[config.mk]
export PLATFORM = sky130hd
export DESIGN_NAME = instr_trace_unit
export DESIGN_NICKNAME = d
export VERILOG_FILES = /design/src/source/core_isa_pkg.sv /design/src/source/trace_pkg.sv /design/src/source/instr_trace_unit.sv /design/src/source/trace_record_store.sv /design/src/source/trace_stage_track.sv
export SDC_FILE = /design/constraint.sdc
export NUM_CORES = 2
export LEC_CHECK = 0
export BUFFER_PORTS_ARGS = -buffer_cell sky130_fd_sc_hd__buf_2
export CORE_UTILIZATION = 40
export CTS_CLUSTER_DIAMETER = 50
export DETAILED_ROUTE_END_ITERATION = 7
export SLEW_MARGIN = 5
export SYNTH_ARGS = -nofsm -noshare
export SYNTH_HDL_FRONTEND = slang
export SYNTH_SLANG_ARGS = --single-unit
[constraint.sdc]
create_clock -name clk_i -period 12.1 [get_ports clk_i]
set_input_delay 0.605 -clock clk_i [delete_from_list [all_inputs] [get_ports clk_i]]
set_output_delay 0.605 -clock clk_i [all_outputs]
set_load 0.01 [all_outputs]
[src/source/core_isa_pkg.sv]
// RISC-V opcodes and instruction fields used to classify decoded instructions for tracing
package core_isa_pkg;

  // Data and address width
  localparam int xlen = 32;

  // Major opcodes seen by the tracker and the core stand-in
  typedef enum logic [6:0] {
    opc_load   = 7'b0000011,
    opc_op_imm = 7'b0010011,
    opc_store  = 7'b0100011,
    opc_op     = 7'b0110011,
    opc_lui    = 7'b0110111,
    opc_jal    = 7'b1101111,
    opc_system = 7'b1110011
  } opcode_e;

  // Destination register field
  localparam int rd_lsb = 7;
  localparam int rd_msb = 11;
  localparam int reg_w  = rd_msb - rd_lsb + 1;

  // Immediate field of SYSTEM instructions
  localparam int funct12_lsb = 20;
  localparam int funct12_msb = 31;

  // System instructions that retire through WB-delay
  localparam logic [11:0] funct12_mret   = 12'h302;
  localparam logic [11:0] funct12_uret   = 12'h002;
  localparam logic [11:0] funct12_ebreak = 12'h001;

endpackage
[src/source/trace_pkg.sv]
// Trace record layout, tag sizing and state encodings shared by the tracker and the store
package trace_pkg;

  // Record store sizing
  localparam int store_depth = 8;
  localparam int tag_w       = $clog2(store_depth);

  // Saturating count of granted accesses and issue cycle stamp
  localparam int mem_cnt_w = 2;
  localparam int cycle_w   = 32;

  // Occupancy of a pipeline stage entry
  typedef enum logic [1:0] {
    stg_empty,
    stg_busy,
    stg_misaligned
  } stage_state_e;

  // Lifetime of a record in the store
  typedef enum logic [1:0] {
    rec_free,
    rec_open,
    rec_retired
  } rec_state_e;

  // Payload of one retired instruction
  typedef struct packed {
    logic [core_isa_pkg::xlen-1:0]  pc;
    logic [core_isa_pkg::xlen-1:0]  instr;
    logic                           compressed;
    logic                           rd_we;
    logic [core_isa_pkg::reg_w-1:0] rd_addr;
    logic [core_isa_pkg::xlen-1:0]  rd_wdata;
    logic                           mem_we;
    logic [core_isa_pkg::xlen-1:0]  mem_addr;
    logic [core_isa_pkg::xlen-1:0]  mem_wdata;
    logic [mem_cnt_w-1:0]           mem_cnt;
    logic                           ebreak;
    logic                           bypass;
    logic [cycle_w-1:0]             cycle;
  } trace_rec_t;

endpackage

[src/source/instr_trace_unit.sv]
// Retirement trace unit top, connecting the stage tracker to the in-order record store
`timescale 1ns/1ps

module instr_trace_unit (
  input  logic                            clk_i,
  input  logic                            rst_n,
  input  logic                            id_valid,
  input  logic                            is_decoding,
  input  logic                            is_illegal,
  input  logic                            trigger_match,
  input  logic                            ebrk_insn,
  input  logic                            ebrk_force_debug_mode,
  input  logic                            debug_mode,
  input  logic [core_isa_pkg::xlen-1:0]   pc,
  input  logic [core_isa_pkg::xlen-1:0]   instr,
  input  logic                            compressed,
  input  logic                            ex_valid,
  input  logic                            data_misaligned,
  input  logic                            wb_bypass,
  input  logic                            ex_reg_we,
  input  logic [core_isa_pkg::reg_w-1:0]  ex_reg_addr,
  input  logic [core_isa_pkg::xlen-1:0]   ex_reg_wdata,
  input  logic                            ex_data_req,
  input  logic                            ex_data_gnt,
  input  logic                            ex_data_we,
  input  logic [core_isa_pkg::xlen-1:0]   ex_data_addr,
  input  logic [core_isa_pkg::xlen-1:0]   ex_data_wdata,
  input  logic                            wb_valid,
  input  logic                            wb_reg_we,
  input  logic [core_isa_pkg::reg_w-1:0]  wb_reg_addr,
  input  logic [core_isa_pkg::xlen-1:0]   wb_reg_wdata,
  output logic                            trace_valid,
  output logic [core_isa_pkg::xlen-1:0]   trace_pc,
  output logic [core_isa_pkg::xlen-1:0]   trace_instr,
  output logic                            trace_compressed,
  output logic                            trace_rd_we,
  output logic [core_isa_pkg::reg_w-1:0]  trace_rd_addr,
  output logic [core_isa_pkg::xlen-1:0]   trace_rd_wdata,
  output logic                            trace_mem_valid,
  output logic                            trace_mem_we,
  output logic [core_isa_pkg::xlen-1:0]   trace_mem_addr,
  output logic [core_isa_pkg::xlen-1:0]   trace_mem_wdata,
  output logic [trace_pkg::mem_cnt_w-1:0] trace_mem_cnt,
  output logic                            trace_ebreak,
  output logic                            trace_bypass,
  output logic [trace_pkg::cycle_w-1:0]   trace_cycle,
  output logic                            trace_error,
  output logic                            trace_overflow
);

  import core_isa_pkg::*;
  import trace_pkg::*;

  logic             alloc_valid, alloc_ebreak, store_full;
  logic [tag_w-1:0] alloc_tag, rd_tag, mem_tag, ex_retire_tag, wb_retire_tag, dly_retire_tag;
  logic             rd_ex_we, rd_wb_we, mem_valid, mem_we;
  logic             ex_retire, ex_bypass, wb_retire, dly_retire;
  logic [reg_w-1:0] rd_addr;
  logic [xlen-1:0]  rd_wdata, mem_addr, mem_wdata;

  trace_stage_track u_track (
    .clk_i, .rst_n, .id_valid, .is_decoding, .is_illegal, .trigger_match, .ebrk_insn,
    .ebrk_force_debug_mode, .debug_mode, .instr, .ex_valid, .data_misaligned, .wb_bypass,
    .ex_reg_we, .ex_reg_addr, .ex_reg_wdata, .ex_data_req, .ex_data_gnt, .ex_data_we,
    .ex_data_addr, .ex_data_wdata, .wb_valid, .wb_reg_we, .wb_reg_addr, .wb_reg_wdata,
    .alloc_tag, .store_full, .alloc_valid, .alloc_ebreak, .rd_ex_we, .rd_wb_we, .rd_tag,
    .rd_addr, .rd_wdata, .mem_valid, .mem_tag, .mem_we, .mem_addr, .mem_wdata,
    .ex_retire, .ex_retire_tag, .ex_bypass, .wb_retire, .wb_retire_tag,
    .dly_retire, .dly_retire_tag, .trace_error
  );

  trace_record_store u_store (
    .clk_i, .rst_n, .pc, .instr, .compressed, .debug_mode, .alloc_valid, .alloc_ebreak,
    .rd_ex_we, .rd_wb_we, .rd_tag, .rd_addr, .rd_wdata, .mem_valid, .mem_tag, .mem_we,
    .mem_addr, .mem_wdata, .ex_retire, .ex_retire_tag, .ex_bypass, .wb_retire,
    .wb_retire_tag, .dly_retire, .dly_retire_tag, .alloc_tag, .store_full,
    .trace_valid, .trace_pc, .trace_instr, .trace_compressed, .trace_rd_we, .trace_rd_addr,
    .trace_rd_wdata, .trace_mem_valid, .trace_mem_we, .trace_mem_addr, .trace_mem_wdata,
    .trace_mem_cnt, .trace_ebreak, .trace_bypass, .trace_cycle, .trace_overflow
  );

endmodule

[src/source/trace_record_store.sv]
// Circular store of trace records, updated by tag and emitted in issue order once retired
`timescale 1ns/1ps

module trace_record_store (
  input  logic                               clk_i,
  input  logic                               rst_n,
  input  logic [core_isa_pkg::xlen-1:0]      pc,
  input  logic [core_isa_pkg::xlen-1:0]      instr,
  input  logic                               compressed,
  input  logic                               debug_mode,
  // Events from the tracker
  input  logic                               alloc_valid,
  input  logic                               alloc_ebreak,
  input  logic                               rd_ex_we,
  input  logic                               rd_wb_we,
  input  logic [trace_pkg::tag_w-1:0]        rd_tag,
  input  logic [core_isa_pkg::reg_w-1:0]     rd_addr,
  input  logic [core_isa_pkg::xlen-1:0]      rd_wdata,
  input  logic                               mem_valid,
  input  logic [trace_pkg::tag_w-1:0]        mem_tag,
  input  logic                               mem_we,
  input  logic [core_isa_pkg::xlen-1:0]      mem_addr,
  input  logic [core_isa_pkg::xlen-1:0]      mem_wdata,
  input  logic                               ex_retire,
  input  logic [trace_pkg::tag_w-1:0]        ex_retire_tag,
  input  logic                               ex_bypass,
  input  logic                               wb_retire,
  input  logic [trace_pkg::tag_w-1:0]        wb_retire_tag,
  input  logic                               dly_retire,
  input  logic [trace_pkg::tag_w-1:0]        dly_retire_tag,
  output logic [trace_pkg::tag_w-1:0]        alloc_tag,
  output logic                               store_full,
  // Trace output
  output logic                               trace_valid,
  output logic [core_isa_pkg::xlen-1:0]      trace_pc,
  output logic [core_isa_pkg::xlen-1:0]      trace_instr,
  output logic                               trace_compressed,
  output logic                               trace_rd_we,
  output logic [core_isa_pkg::reg_w-1:0]     trace_rd_addr,
  output logic [core_isa_pkg::xlen-1:0]      trace_rd_wdata,
  output logic                               trace_mem_valid,
  output logic                               trace_mem_we,
  output logic [core_isa_pkg::xlen-1:0]      trace_mem_addr,
  output logic [core_isa_pkg::xlen-1:0]      trace_mem_wdata,
  output logic [trace_pkg::mem_cnt_w-1:0]    trace_mem_cnt,
  output logic                               trace_ebreak,
  output logic                               trace_bypass,
  output logic [trace_pkg::cycle_w-1:0]      trace_cycle,
  output logic                               trace_overflow
);

  import core_isa_pkg::*;
  import trace_pkg::*;

  rec_state_e         state_q [store_depth];
  trace_rec_t         rec_q [store_depth];
  trace_rec_t         out_q;
  logic [tag_w-1:0]   head_q, tail_q;
  logic [tag_w:0]     count_q;
  logic [cycle_w-1:0] cycle_q;
  logic               valid_q, overflow_q, alloc_req, alloc_ok, pop;

  assign alloc_req  = alloc_valid || alloc_ebreak;
  assign store_full = (count_q == (tag_w+1)'(store_depth));
  assign alloc_ok   = alloc_req && !store_full;
  assign alloc_tag  = tail_q;
  // Head leaves once retired, an EBREAK only after debug entry
  assign pop = (state_q[head_q] == rec_retired) && (!rec_q[head_q].ebreak || debug_mode);

  // --------------------------------------------------
  // Record states and pointers
  // --------------------------------------------------
  always_ff @(posedge clk_i or negedge rst_n) begin
    if (!rst_n) begin
      for (int i = 0; i < store_depth; i++) begin
        state_q[i] <= rec_free;
      end
      head_q     <= '0;
      tail_q     <= '0;
      count_q    <= '0;
      cycle_q    <= '0;
      valid_q    <= 1'b0;
      overflow_q <= 1'b0;
    end else begin
      cycle_q <= cycle_q + 1'b1;
      valid_q <= pop;
      if (alloc_req && store_full) begin
        overflow_q <= 1'b1;
      end
      if (alloc_ok) begin
        state_q[tail_q] <= alloc_ebreak ? rec_retired : rec_open;
        tail_q          <= tail_q + 1'b1;
      end
      if (ex_retire) state_q[ex_retire_tag] <= rec_retired;
      if (wb_retire) state_q[wb_retire_tag] <= rec_retired;
      if (dly_retire) state_q[dly_retire_tag] <= rec_retired;
      if (pop) begin
        state_q[head_q] <= rec_free;
        head_q          <= head_q + 1'b1;
      end
      count_q <= count_q + (tag_w+1)'(alloc_ok) - (tag_w+1)'(pop);
    end
  end

  // --------------------------------------------------
  // Record payload and output register
  // --------------------------------------------------
  always_ff @(posedge clk_i) begin
    if (alloc_ok) begin
      rec_q[tail_q]         <= '0;
      rec_q[tail_q].pc      <= pc;
      rec_q[tail_q].instr   <= instr;
      rec_q[tail_q].rd_addr <= instr[rd_msb:rd_lsb];
      rec_q[tail_q].ebreak  <= alloc_ebreak;
      rec_q[tail_q].cycle   <= cycle_q;
      rec_q[tail_q].compressed <= compressed;
    end
    // Writes to any other register than rd are dropped
    if ((rd_ex_we || rd_wb_we) && (rd_addr == rec_q[rd_tag].rd_addr)) begin
      rec_q[rd_tag].rd_we    <= 1'b1;
      rec_q[rd_tag].rd_wdata <= rd_wdata;
    end
    if (mem_valid) begin
      if (rec_q[mem_tag].mem_cnt == '0) begin
        rec_q[mem_tag].mem_we    <= mem_we;
        rec_q[mem_tag].mem_addr  <= mem_addr;
        rec_q[mem_tag].mem_wdata <= mem_wdata;
      end
      if (rec_q[mem_tag].mem_cnt != '1) begin
        rec_q[mem_tag].mem_cnt <= rec_q[mem_tag].mem_cnt + 1'b1;
      end
    end
    if (ex_retire && ex_bypass) begin
      rec_q[ex_retire_tag].bypass <= 1'b1;
    end
    if (pop) begin
      out_q <= rec_q[head_q];
    end
  end

  assign trace_valid      = valid_q;
  assign trace_pc         = out_q.pc;
  assign trace_instr      = out_q.instr;
  assign trace_compressed = out_q.compressed;
  assign trace_rd_we      = out_q.rd_we;
  assign trace_rd_addr    = out_q.rd_addr;
  assign trace_rd_wdata   = out_q.rd_wdata;
  assign trace_mem_valid  = (out_q.mem_cnt != '0);
  assign trace_mem_we     = out_q.mem_we;
  assign trace_mem_addr   = out_q.mem_addr;
  assign trace_mem_wdata  = out_q.mem_wdata;
  assign trace_mem_cnt    = out_q.mem_cnt;
  assign trace_ebreak     = out_q.ebreak;
  assign trace_bypass     = out_q.bypass;
  assign trace_cycle      = out_q.cycle;
  assign trace_overflow   = overflow_q;

endmodule

[src/source/trace_stage_track.sv]
// Follows tagged instructions through EX, WB and WB-delay and turns core strobes into store events
`timescale 1ns/1ps

module trace_stage_track (
  input  logic                           clk_i,
  input  logic                           rst_n,
  // Decode
  input  logic                           id_valid,
  input  logic                           is_decoding,
  input  logic                           is_illegal,
  input  logic                           trigger_match,
  input  logic                           ebrk_insn,
  input  logic                           ebrk_force_debug_mode,
  input  logic                           debug_mode,
  input  logic [core_isa_pkg::xlen-1:0]  instr,
  // Execute
  input  logic                           ex_valid,
  input  logic                           data_misaligned,
  input  logic                           wb_bypass,
  input  logic                           ex_reg_we,
  input  logic [core_isa_pkg::reg_w-1:0] ex_reg_addr,
  input  logic [core_isa_pkg::xlen-1:0]  ex_reg_wdata,
  input  logic                           ex_data_req,
  input  logic                           ex_data_gnt,
  input  logic                           ex_data_we,
  input  logic [core_isa_pkg::xlen-1:0]  ex_data_addr,
  input  logic [core_isa_pkg::xlen-1:0]  ex_data_wdata,
  // Writeback
  input  logic                           wb_valid,
  input  logic                           wb_reg_we,
  input  logic [core_isa_pkg::reg_w-1:0] wb_reg_addr,
  input  logic [core_isa_pkg::xlen-1:0]  wb_reg_wdata,
  // Store feedback
  input  logic [trace_pkg::tag_w-1:0]    alloc_tag,
  input  logic                           store_full,
  // Store events
  output logic                           alloc_valid,
  output logic                           alloc_ebreak,
  output logic                           rd_ex_we,
  output logic                           rd_wb_we,
  output logic [trace_pkg::tag_w-1:0]    rd_tag,
  output logic [core_isa_pkg::reg_w-1:0] rd_addr,
  output logic [core_isa_pkg::xlen-1:0]  rd_wdata,
  output logic                           mem_valid,
  output logic [trace_pkg::tag_w-1:0]    mem_tag,
  output logic                           mem_we,
  output logic [core_isa_pkg::xlen-1:0]  mem_addr,
  output logic [core_isa_pkg::xlen-1:0]  mem_wdata,
  output logic                           ex_retire,
  output logic [trace_pkg::tag_w-1:0]    ex_retire_tag,
  output logic                           ex_bypass,
  output logic                           wb_retire,
  output logic [trace_pkg::tag_w-1:0]    wb_retire_tag,
  output logic                           dly_retire,
  output logic [trace_pkg::tag_w-1:0]    dly_retire_tag,
  output logic                           trace_error
);

  import core_isa_pkg::*;
  import trace_pkg::*;

  stage_state_e     ex_state_q, wb_state_q, dly_state_q;
  logic [tag_w-1:0] ex_tag_q, wb_tag_q, dly_tag_q;
  logic             ex_dly_q, wb_dly_q;
  logic             instr_is_dly, alloc_ok, ex_busy, wb_busy;
  logic             ex_stall, ex_to_wb, wb_to_dly, ex_err, wb_err, error_q;

  // --------------------------------------------------
  // Decode and stage movement
  // --------------------------------------------------
  assign instr_is_dly = (instr[6:0] == opc_system) &&
                        ((instr[funct12_msb:funct12_lsb] == funct12_mret) ||
                         (instr[funct12_msb:funct12_lsb] == funct12_uret) ||
                         (instr[funct12_msb:funct12_lsb] == funct12_ebreak));

  assign alloc_valid  = id_valid && is_decoding && !is_illegal;
  // EBREAK into debug skips the pipeline entirely
  assign alloc_ebreak = !alloc_valid && is_decoding && !trigger_match && ebrk_insn &&
                        (ebrk_force_debug_mode || debug_mode);
  assign alloc_ok     = alloc_valid && !store_full;

  assign ex_busy  = (ex_state_q != stg_empty);
  assign wb_busy  = (wb_state_q != stg_empty);
  assign ex_stall = ex_busy && ex_valid && data_misaligned;
  assign ex_to_wb = ex_busy && !ex_stall && !wb_bypass && ex_valid;

  assign ex_retire      = ex_busy && !ex_stall && wb_bypass;
  assign ex_retire_tag  = ex_tag_q;
  assign ex_bypass      = ex_retire;
  assign wb_to_dly      = wb_busy && wb_valid && wb_dly_q;
  assign wb_retire      = wb_busy && wb_valid && !wb_dly_q;
  assign wb_retire_tag  = wb_tag_q;
  assign dly_retire     = (dly_state_q != stg_empty);
  assign dly_retire_tag = dly_tag_q;

  // --------------------------------------------------
  // Register and memory event mapping
  // --------------------------------------------------
  // A WB write lands on the misaligned EX entry when WB is empty
  assign rd_wb_we = wb_reg_we && (wb_busy || (ex_state_q == stg_misaligned));
  assign rd_ex_we = ex_reg_we && ex_busy && !rd_wb_we;
  assign rd_tag   = (rd_wb_we && wb_busy) ? wb_tag_q : ex_tag_q;
  assign rd_addr  = rd_wb_we ? wb_reg_addr : ex_reg_addr;
  assign rd_wdata = rd_wb_we ? wb_reg_wdata : ex_reg_wdata;

  assign mem_valid = ex_data_req && ex_data_gnt && ex_busy;
  assign mem_tag   = ex_tag_q;
  assign mem_we    = ex_data_we;
  assign mem_addr  = ex_data_addr;
  assign mem_wdata = ex_data_wdata;

  assign ex_err      = !ex_busy && (ex_reg_we || (ex_data_req && ex_data_gnt));
  assign wb_err      = wb_reg_we && !rd_wb_we;
  assign trace_error = error_q;

  always_ff @(posedge clk_i or negedge rst_n) begin
    if (!rst_n) begin
      ex_state_q  <= stg_empty;
      wb_state_q  <= stg_empty;
      dly_state_q <= stg_empty;
      error_q     <= 1'b0;
    end else begin
      if (ex_err || wb_err) begin
        error_q <= 1'b1;
      end
      if (alloc_ok) begin
        ex_state_q <= stg_busy;
      end else if (ex_stall) begin
        ex_state_q <= stg_misaligned;
      end else if (ex_retire || ex_to_wb) begin
        ex_state_q <= stg_empty;
      end
      if (ex_to_wb) begin
        wb_state_q <= stg_busy;
      end else if (wb_to_dly || wb_retire) begin
        wb_state_q <= stg_empty;
      end
      // WB-delay holds an entry for exactly one cycle
      dly_state_q <= wb_to_dly ? stg_busy : stg_empty;
    end
  end

  always_ff @(posedge clk_i) begin
    if (alloc_ok) begin
      ex_tag_q <= alloc_tag;
      ex_dly_q <= instr_is_dly;
    end
    if (ex_to_wb) begin
      wb_tag_q <= ex_tag_q;
      wb_dly_q <= ex_dly_q;
    end
    if (wb_to_dly) begin
      dly_tag_q <= wb_tag_q;
    end
  end

endmodule

Yosys cells after proc, flatten, opt, wreduce, memory -nomap -nowiden --
Memories as Yosys holds them, arrays and structs flattened. A register that Yosys moved wholly into a read port is not among the register bits. Cells that the tools add are included.
Word-level totals: bits in registers 282, memory bits (writable) 1632, bits of input ports 221, output and inout port bits 208, memories kept 1
Cells by class: add/subtract/negate cells 6, $lt $le $gt $ge 10, eq/ne operators 9, mux-type cells 48, bitwise gates (word level) 22, reduce and logical (&&, ||, !) cells 62
Memories:
- u_store.rec_q | words 8, width 204, rd ports 3, clocked after Yosys merged registers in 1, wr ports 3, RTL line trace_record_store.sv:56 | trace_rec_t rec_q [store_depth];
Operator list (number):
- $mux 32 | 4
- $mux 16 | 5
- $logic_and 1x1->1 | 34
- $add 32x1->32 const B | 1
- $demux 2 s3 | 5
- $mux 2 | 13
- $and 8x8->8 | 3
- $not 8->8 | 3
- $or 8x8->8 | 3
- $ge 4x4->1 const B | 5
- $lt 4x1->1 const B | 5
- $not 3->4 | 5
- $and 16x16->16 | 1
- $bwmux 16 | 1
- $not 16->16 | 1
- $mux 1 | 15
- $eq 12x1->1 const B | 1
- $eq 12x10->1 const B | 1
- $eq 12x2->1 const B | 1
- $logic_or 1x1->1 | 11
- $logic_not 1->1 | 10
- $mux 5 | 2
- $reduce_bool 2->1 | 5
- $eq 7x7->1 const B | 1
- 13 further kinds | 21

Logic depth before layout (Yosys ltp) --
depth in word-level cells 18, depth in mapped cells 13, gate-level depth less buffers 11

Cells and area by module --
From an unflattened synthesis, not the netlist that was laid out.
Second synthesis, totals: cells, all modules 4741, area total of the unflattened synthesis 74473.9 um2
By module, submodules not included:
- trace_record_store | times used 1, cells an instance 4571, area each 72724.7 um2, seq. area each 55122.9 um2
- trace_stage_track | times used 1, cells an instance 170, area each 1749.2 um2, seq. area each 455.4 um2

Worst setup path before layout --
No wires, ideal clock.
path type register -> register, start register u_store.head_q[0], end register u_store.count_q[2], data arrival time 12166 ps, required time 11977 ps, path slack -189 ps, stages on the path, launching flop included 13, period minus slack after synthesis 12289 ps, cells stage by stage dfrtp_1 > clkbuf_1 > clkbuf_1 > buf_1 > mux2i_1 > nor2_1 > nor2_1 > ha_1 > inv_1 > ha_1 > inv_1 > fa_1 > xnor2_1
Between the ends: word-level cells in the longest chain between the ends 7, elaborated cells between the ends (all ways) 10
RTL lines:
- from (decl) | RTL line trace_record_store.sv:58 | logic [tag_w-1:0] head_q, tail_q;
- from (signal assigned) | RTL line trace_record_store.sv:99 | head_q <= head_q + 1'b1;
- $not 3->4 (implied by the code) | RTL line trace_record_store.sv:68 | assign pop = (state_q[head_q] == rec_retired) && (!rec_q[head_q].ebreak || debug_mode);
- $bmux 2 s3 | RTL line trace_record_store.sv:68
- $mux 2 (implied by the code) (2 in a row) | RTL line trace_record_store.sv:68
- $eq 2x2->1 | RTL line trace_record_store.sv:68
- $logic_and 1x1->1 (*) | RTL line trace_record_store.sv:68
- named net u_store.pop | RTL line trace_record_store.sv:61 | logic valid_q, overflow_q, alloc_req, alloc_ok, pop;
- $sub 4x1->4 (*) | RTL line trace_record_store.sv:101 | count_q <= count_q + (tag_w+1)'(alloc_ok) - (tag_w+1)'(pop);
- to (signal assigned) | RTL line trace_record_store.sv:101
- to (decl) | RTL line trace_record_store.sv:59 | logic [tag_w:0] count_q;
The timed path passes the listed nets; every way through them passes the cells marked *. The select of a mux whose other input is x is not followed. A chain may end at the register's enable or synchronous reset.

==> flow_summary.json <==
{
  "firstDrtPassIters": 8,
  "r2r_slack_ns": 6.26,
  "drt_iter0_markers": 3028,
  "tritoncts": "built",
  "max_freq_ghz": 0.171,
  "clock_path_buffers": 3,
  "fin_hold_ws_ns": 0.0936,
  "finalHoldViolCount": 0,
  "cp_data_arrival_time_ns": 6.28,
  "critPathRequiredTime_ns": 12.54,
  "syn_nets": 4353,
  "crit_slowest_cell": "o21ai_4",
  "avgSynthCellArea_sq_um": 18.4,
  "critPathLaunchType": "flip-flop",
  "pwr_density_cell_nw_per_um2": 219,
  "path_max_fanout": 69,
  "endpoint_kind": "flip-flop",
  "seqCellArea_sq_um": 55600,
  "crit_chain": "nand2_1 > a31oi_4 > buf_4 > o22ai_1 > a32o_1 > or3_1 > a211oi_4 > o2111ai_4 > o21ai_4",
  "slowest_delay_ns": 1.13,
  "ant_nets": 0,
  "rows": 159,
  "vias_per_cell": 5.38,
  "die-width_um": 438,
  "drc": 36,
  "clkSinkCount": 1870,
  "hp-class": "input pin to flip-flop",
  "cp_num_buf_inv": 1,
  "post_cts_buffers": 0,
  "power.leakage_nw": 31.1,
  "io_pins": 429,
  "grt_overflow": 0,
  "path_clk_slew_ns": 0.06,
  "synthFlopType": "edfxtp_1",
  "synth_area_leaders": "edfxtp_1, mux4_2, and2_1",
  "cts_buffers": 205,
  "fin_skew_ns": 0.0501,
  "grt_max_degree": 199,
  "ys_seq_elements": 1870,
  "post_cts_resized": 0,
  "cts_max_level": 4,
  "multi_input_area_sq_um": 19600,
  "reg2reg_depth": 9,
  "yosysWarningCount": 0,
  "synth_top_area_share_pct": 70.6,
  "fillers": 16000,
  "grt_pass1_vias": 40400,
  "maxSlewViolCount": 0,
  "finalCriticalPeriod_ns": 5.84,
  "initial_core_util_pct": 40.4,
  "io_buffers": 428,
  "synth_area_sq_um": 76000,
  "r2r-end": "u_store.rec_q[3][122]",
  "slew_headroom_pct": 21.4,
  "crit_path_end": "u_store.rec_q[3][122]",
  "grt_pass1_wl_um": 275000,
  "grtUsageTotal_pct": 19.6,
  "worst_pin_slew_ns": 1.18,
  "wire_per_inst_um": 25.9,
  "crit_family": "compound AO/OA/AOI/OAI gates",
  "synth_seq_area_share_pct": 73.2,
  "finalWeightedCongestion": 0.821,
  "criticalPathCategory": "flip-flop to flip-flop",
  "wl_um": 187000,
  "period_share_pct": 48.3,
  "crit_start": "u_track.wb_state_q[0]",
  "worstReg2RegStart": "u_track.wb_state_q[0]",
  "cts_root_buf": "clkbuf_16",
  "syn_inst": 4121,
  "die_area_sq_um": 192000,
  "clk_latency_ns": 0.86,
  "drv_cap": 0,
  "synth.distinct_cells": 55,
  "synth_top_area_cell": "edfxtp_1",
  "post-dp-hpwl_um": 102000,
  "drive_above_1_share_pct": 30.7,
  "rsz0062_at_grt": "no",
  "synth-async-reset-ratio_pct": 3.48,
  "violations": "design-rule violations",
  "antenna_found_initial": 36,
  "fin_tns_setup_ns": 0,
  "via_count": 38900,
  "die_y_um": 438,
  "area_growth_syn_to_layout_pct": 15.6,
  "synth_edf_count": 1786,
  "final_net_count": 4790,
  "cp.depth": 9,
  "setup_violations": 0,
  "outcome": "finished with violations",
  "irDropWorstVdd_mv": 0.203,
  "core_sq_um": 188000
}
==> Yosys cell counts (4+ instances only) <==
cell and n:
a21o_1 14, a21oi_1 30, a22oi_1 8, a32oi_1 4, and2_1 423, and3_1 208, buf_1 50, buf_2 4
buf_4 5, clkbuf_1 204, dfrtp_1 65, dfxtp_1 19, edfxtp_1 1786, ha_1 10, inv_1 30, mux2_2 208
mux2i_1 41, mux4_2 403, nand2_1 95, nand2b_1 9, nand3_1 21, nand4_1 9, nor2_1 259, nor2b_1 5
nor3_1 82, o2111ai_1 9, o21ai_0 24, o22ai_1 6, or2_2 7, or3_1 8, xnor2_1 28, xor2_1 9
==> sequential cells by signal (all words and copies together), names as in the netlist, 4 cells and up, named ones only <==
signal / cells
u_store.rec_q: 1592
u_store.cycle_q: 32
u_store.trace_cycle: 32
u_store.trace_mem_addr: 32
u_store.trace_mem_wdata: 32
u_store.trace_pc: 32
u_store.trace_rd_wdata: 32
u_store.trace_instr: 28
u_store.state_q: 16
u_store.count_q: 4
u_store.trace_rd_addr: 4
==> per-stage QoR <==
step | worst slack, ns | instance area [sq um] | instances | power [mW] | util (%)
floorplan | 3.51 | 76000 | 4121 | 11.7 | -
CTS | 6.17 | 87800 | 7228 | 19.5 | 46.7
finish | 6.26 | 87800 | 7237 | 19.3 | 46.7
global route | 5.76 | 87800 | 7231 | 20.0 | 46.7
global placement | 6.10 | 81200 | 6845 | 13.4 | 43.1
detailed placement | 5.95 | 81200 | 6845 | 13.4 | 43.1
==> layout make-up <==
type	instances	share of cell area, %
clock inverters	120	1.33
clock buffers	262	6.20
diodes	9	0.0256
flip-flops and latches	1870	63.4
well taps	2495	3.55
multi-input cells	1958	22.3
inverters	30	0.175
repair buffers	493	3.05
==> power breakdown <==
part | switching [mW] | internal (mW)
logic | 2.53 | 2.10
registers | 0.399 | 8.10
clock network | 2.60 | 3.52
total | 5.54 | 13.7
==> cell families (layout without fill, tap and decap cells) <==
kind of cell	Yosys count	after routing	synth area share, %
buffers and inverters	293	905	1.48
AOI/OAI and AO/OA	115	115	0.999
other	0	9	0
and+or+nand+nor	1143	1143	8.12
DFF	1870	1870	73.2
adders and majority gates	11	11	0.191
xor gates and xnor gates	37	37	0.426
muxes	652	652	15.6
==> metal layers <==
layer | global-route usage [%] | vias to the layer above | wire [um]
met3 | 3.49 | 336 | 9710
met2 | 34.2 | 1064 | 97400
met1 | 24.6 | 20400 | 75000
met4 | 6.11 | 26 | 5300
li1 | - | 17100 | -
met5 | 0 | - | 172
==> worst min-delay path by stage <==
| stage | from | to | slack, ns | cells after the start |
|---|---|---|---|---|
| 3_5_place_dp | rst_n | u_store.trace_valid | 0.41 | 1 |
| 2_1_floorplan | rst_n | u_store.alloc_tag[0] | 0.31 | 0 |
| 6_report | wb_valid | u_track.wb_state_q[0] | 0.09 | 2 |
| 5_1_grt | rst_n | u_store.trace_valid | 0.07 | 2 |
| 3_3_place_gp | rst_n | u_store.trace_valid | 0.41 | 1 |
| 4_1_cts | rst_n | u_store.trace_valid | 0.02 | 2 |
==> timing repair <==
item / 4_1_cts / 5_1_grt
hold buffers: 1 / 0
endpoints found under the hold margin: 2 / 0
setup endpoints to repair: 0 / 0
==> placed cells by master, fill, tap and decap left out, types with 6 or more instances in the layout <==
cell type and n:
edfxtp_1 1786, buf_2 428, and2_1 423, mux4_2 403, nor2_1 252, and3_1 208
mux2_2 208, clkbuf_16 208, nand2_1 95, nor3_1 80, dfrtp_1 62, buf_4 60
clkbuf_1 50, mux2i_1 41, clkinv_1 38, clkinv_2 29, a21oi_1 28, xnor2_1 28
inv_1 21, nand3_1 21, dfxtp_1 19, o21ai_0 17, inv_6 16, bufinv_16 15
clkinvlp_4 12, a21o_1 11, ha_1 10, diode_2 9, nand2b_1 9, nand4_1 9
xor2_1 9, a22oi_1 8, or3_1 8, o2111ai_4 8, o21ai_4 7, nor2_4 7
or2_2 6, o22ai_1 6, clkinv_4 6
==> worst reg2reg max path: stages, from the launching register on <==
cell       delay (ns)
dfrtp_1          0.52
nand2_1          0.42
a31oi_4          0.30
buf_4            0.68
o22ai_1          0.19
a32o_1           0.26
or3_1            0.41
a211oi_4         0.77
o2111ai_4        0.75
o21ai_4          1.14
(Power assumes the default switching activity.)
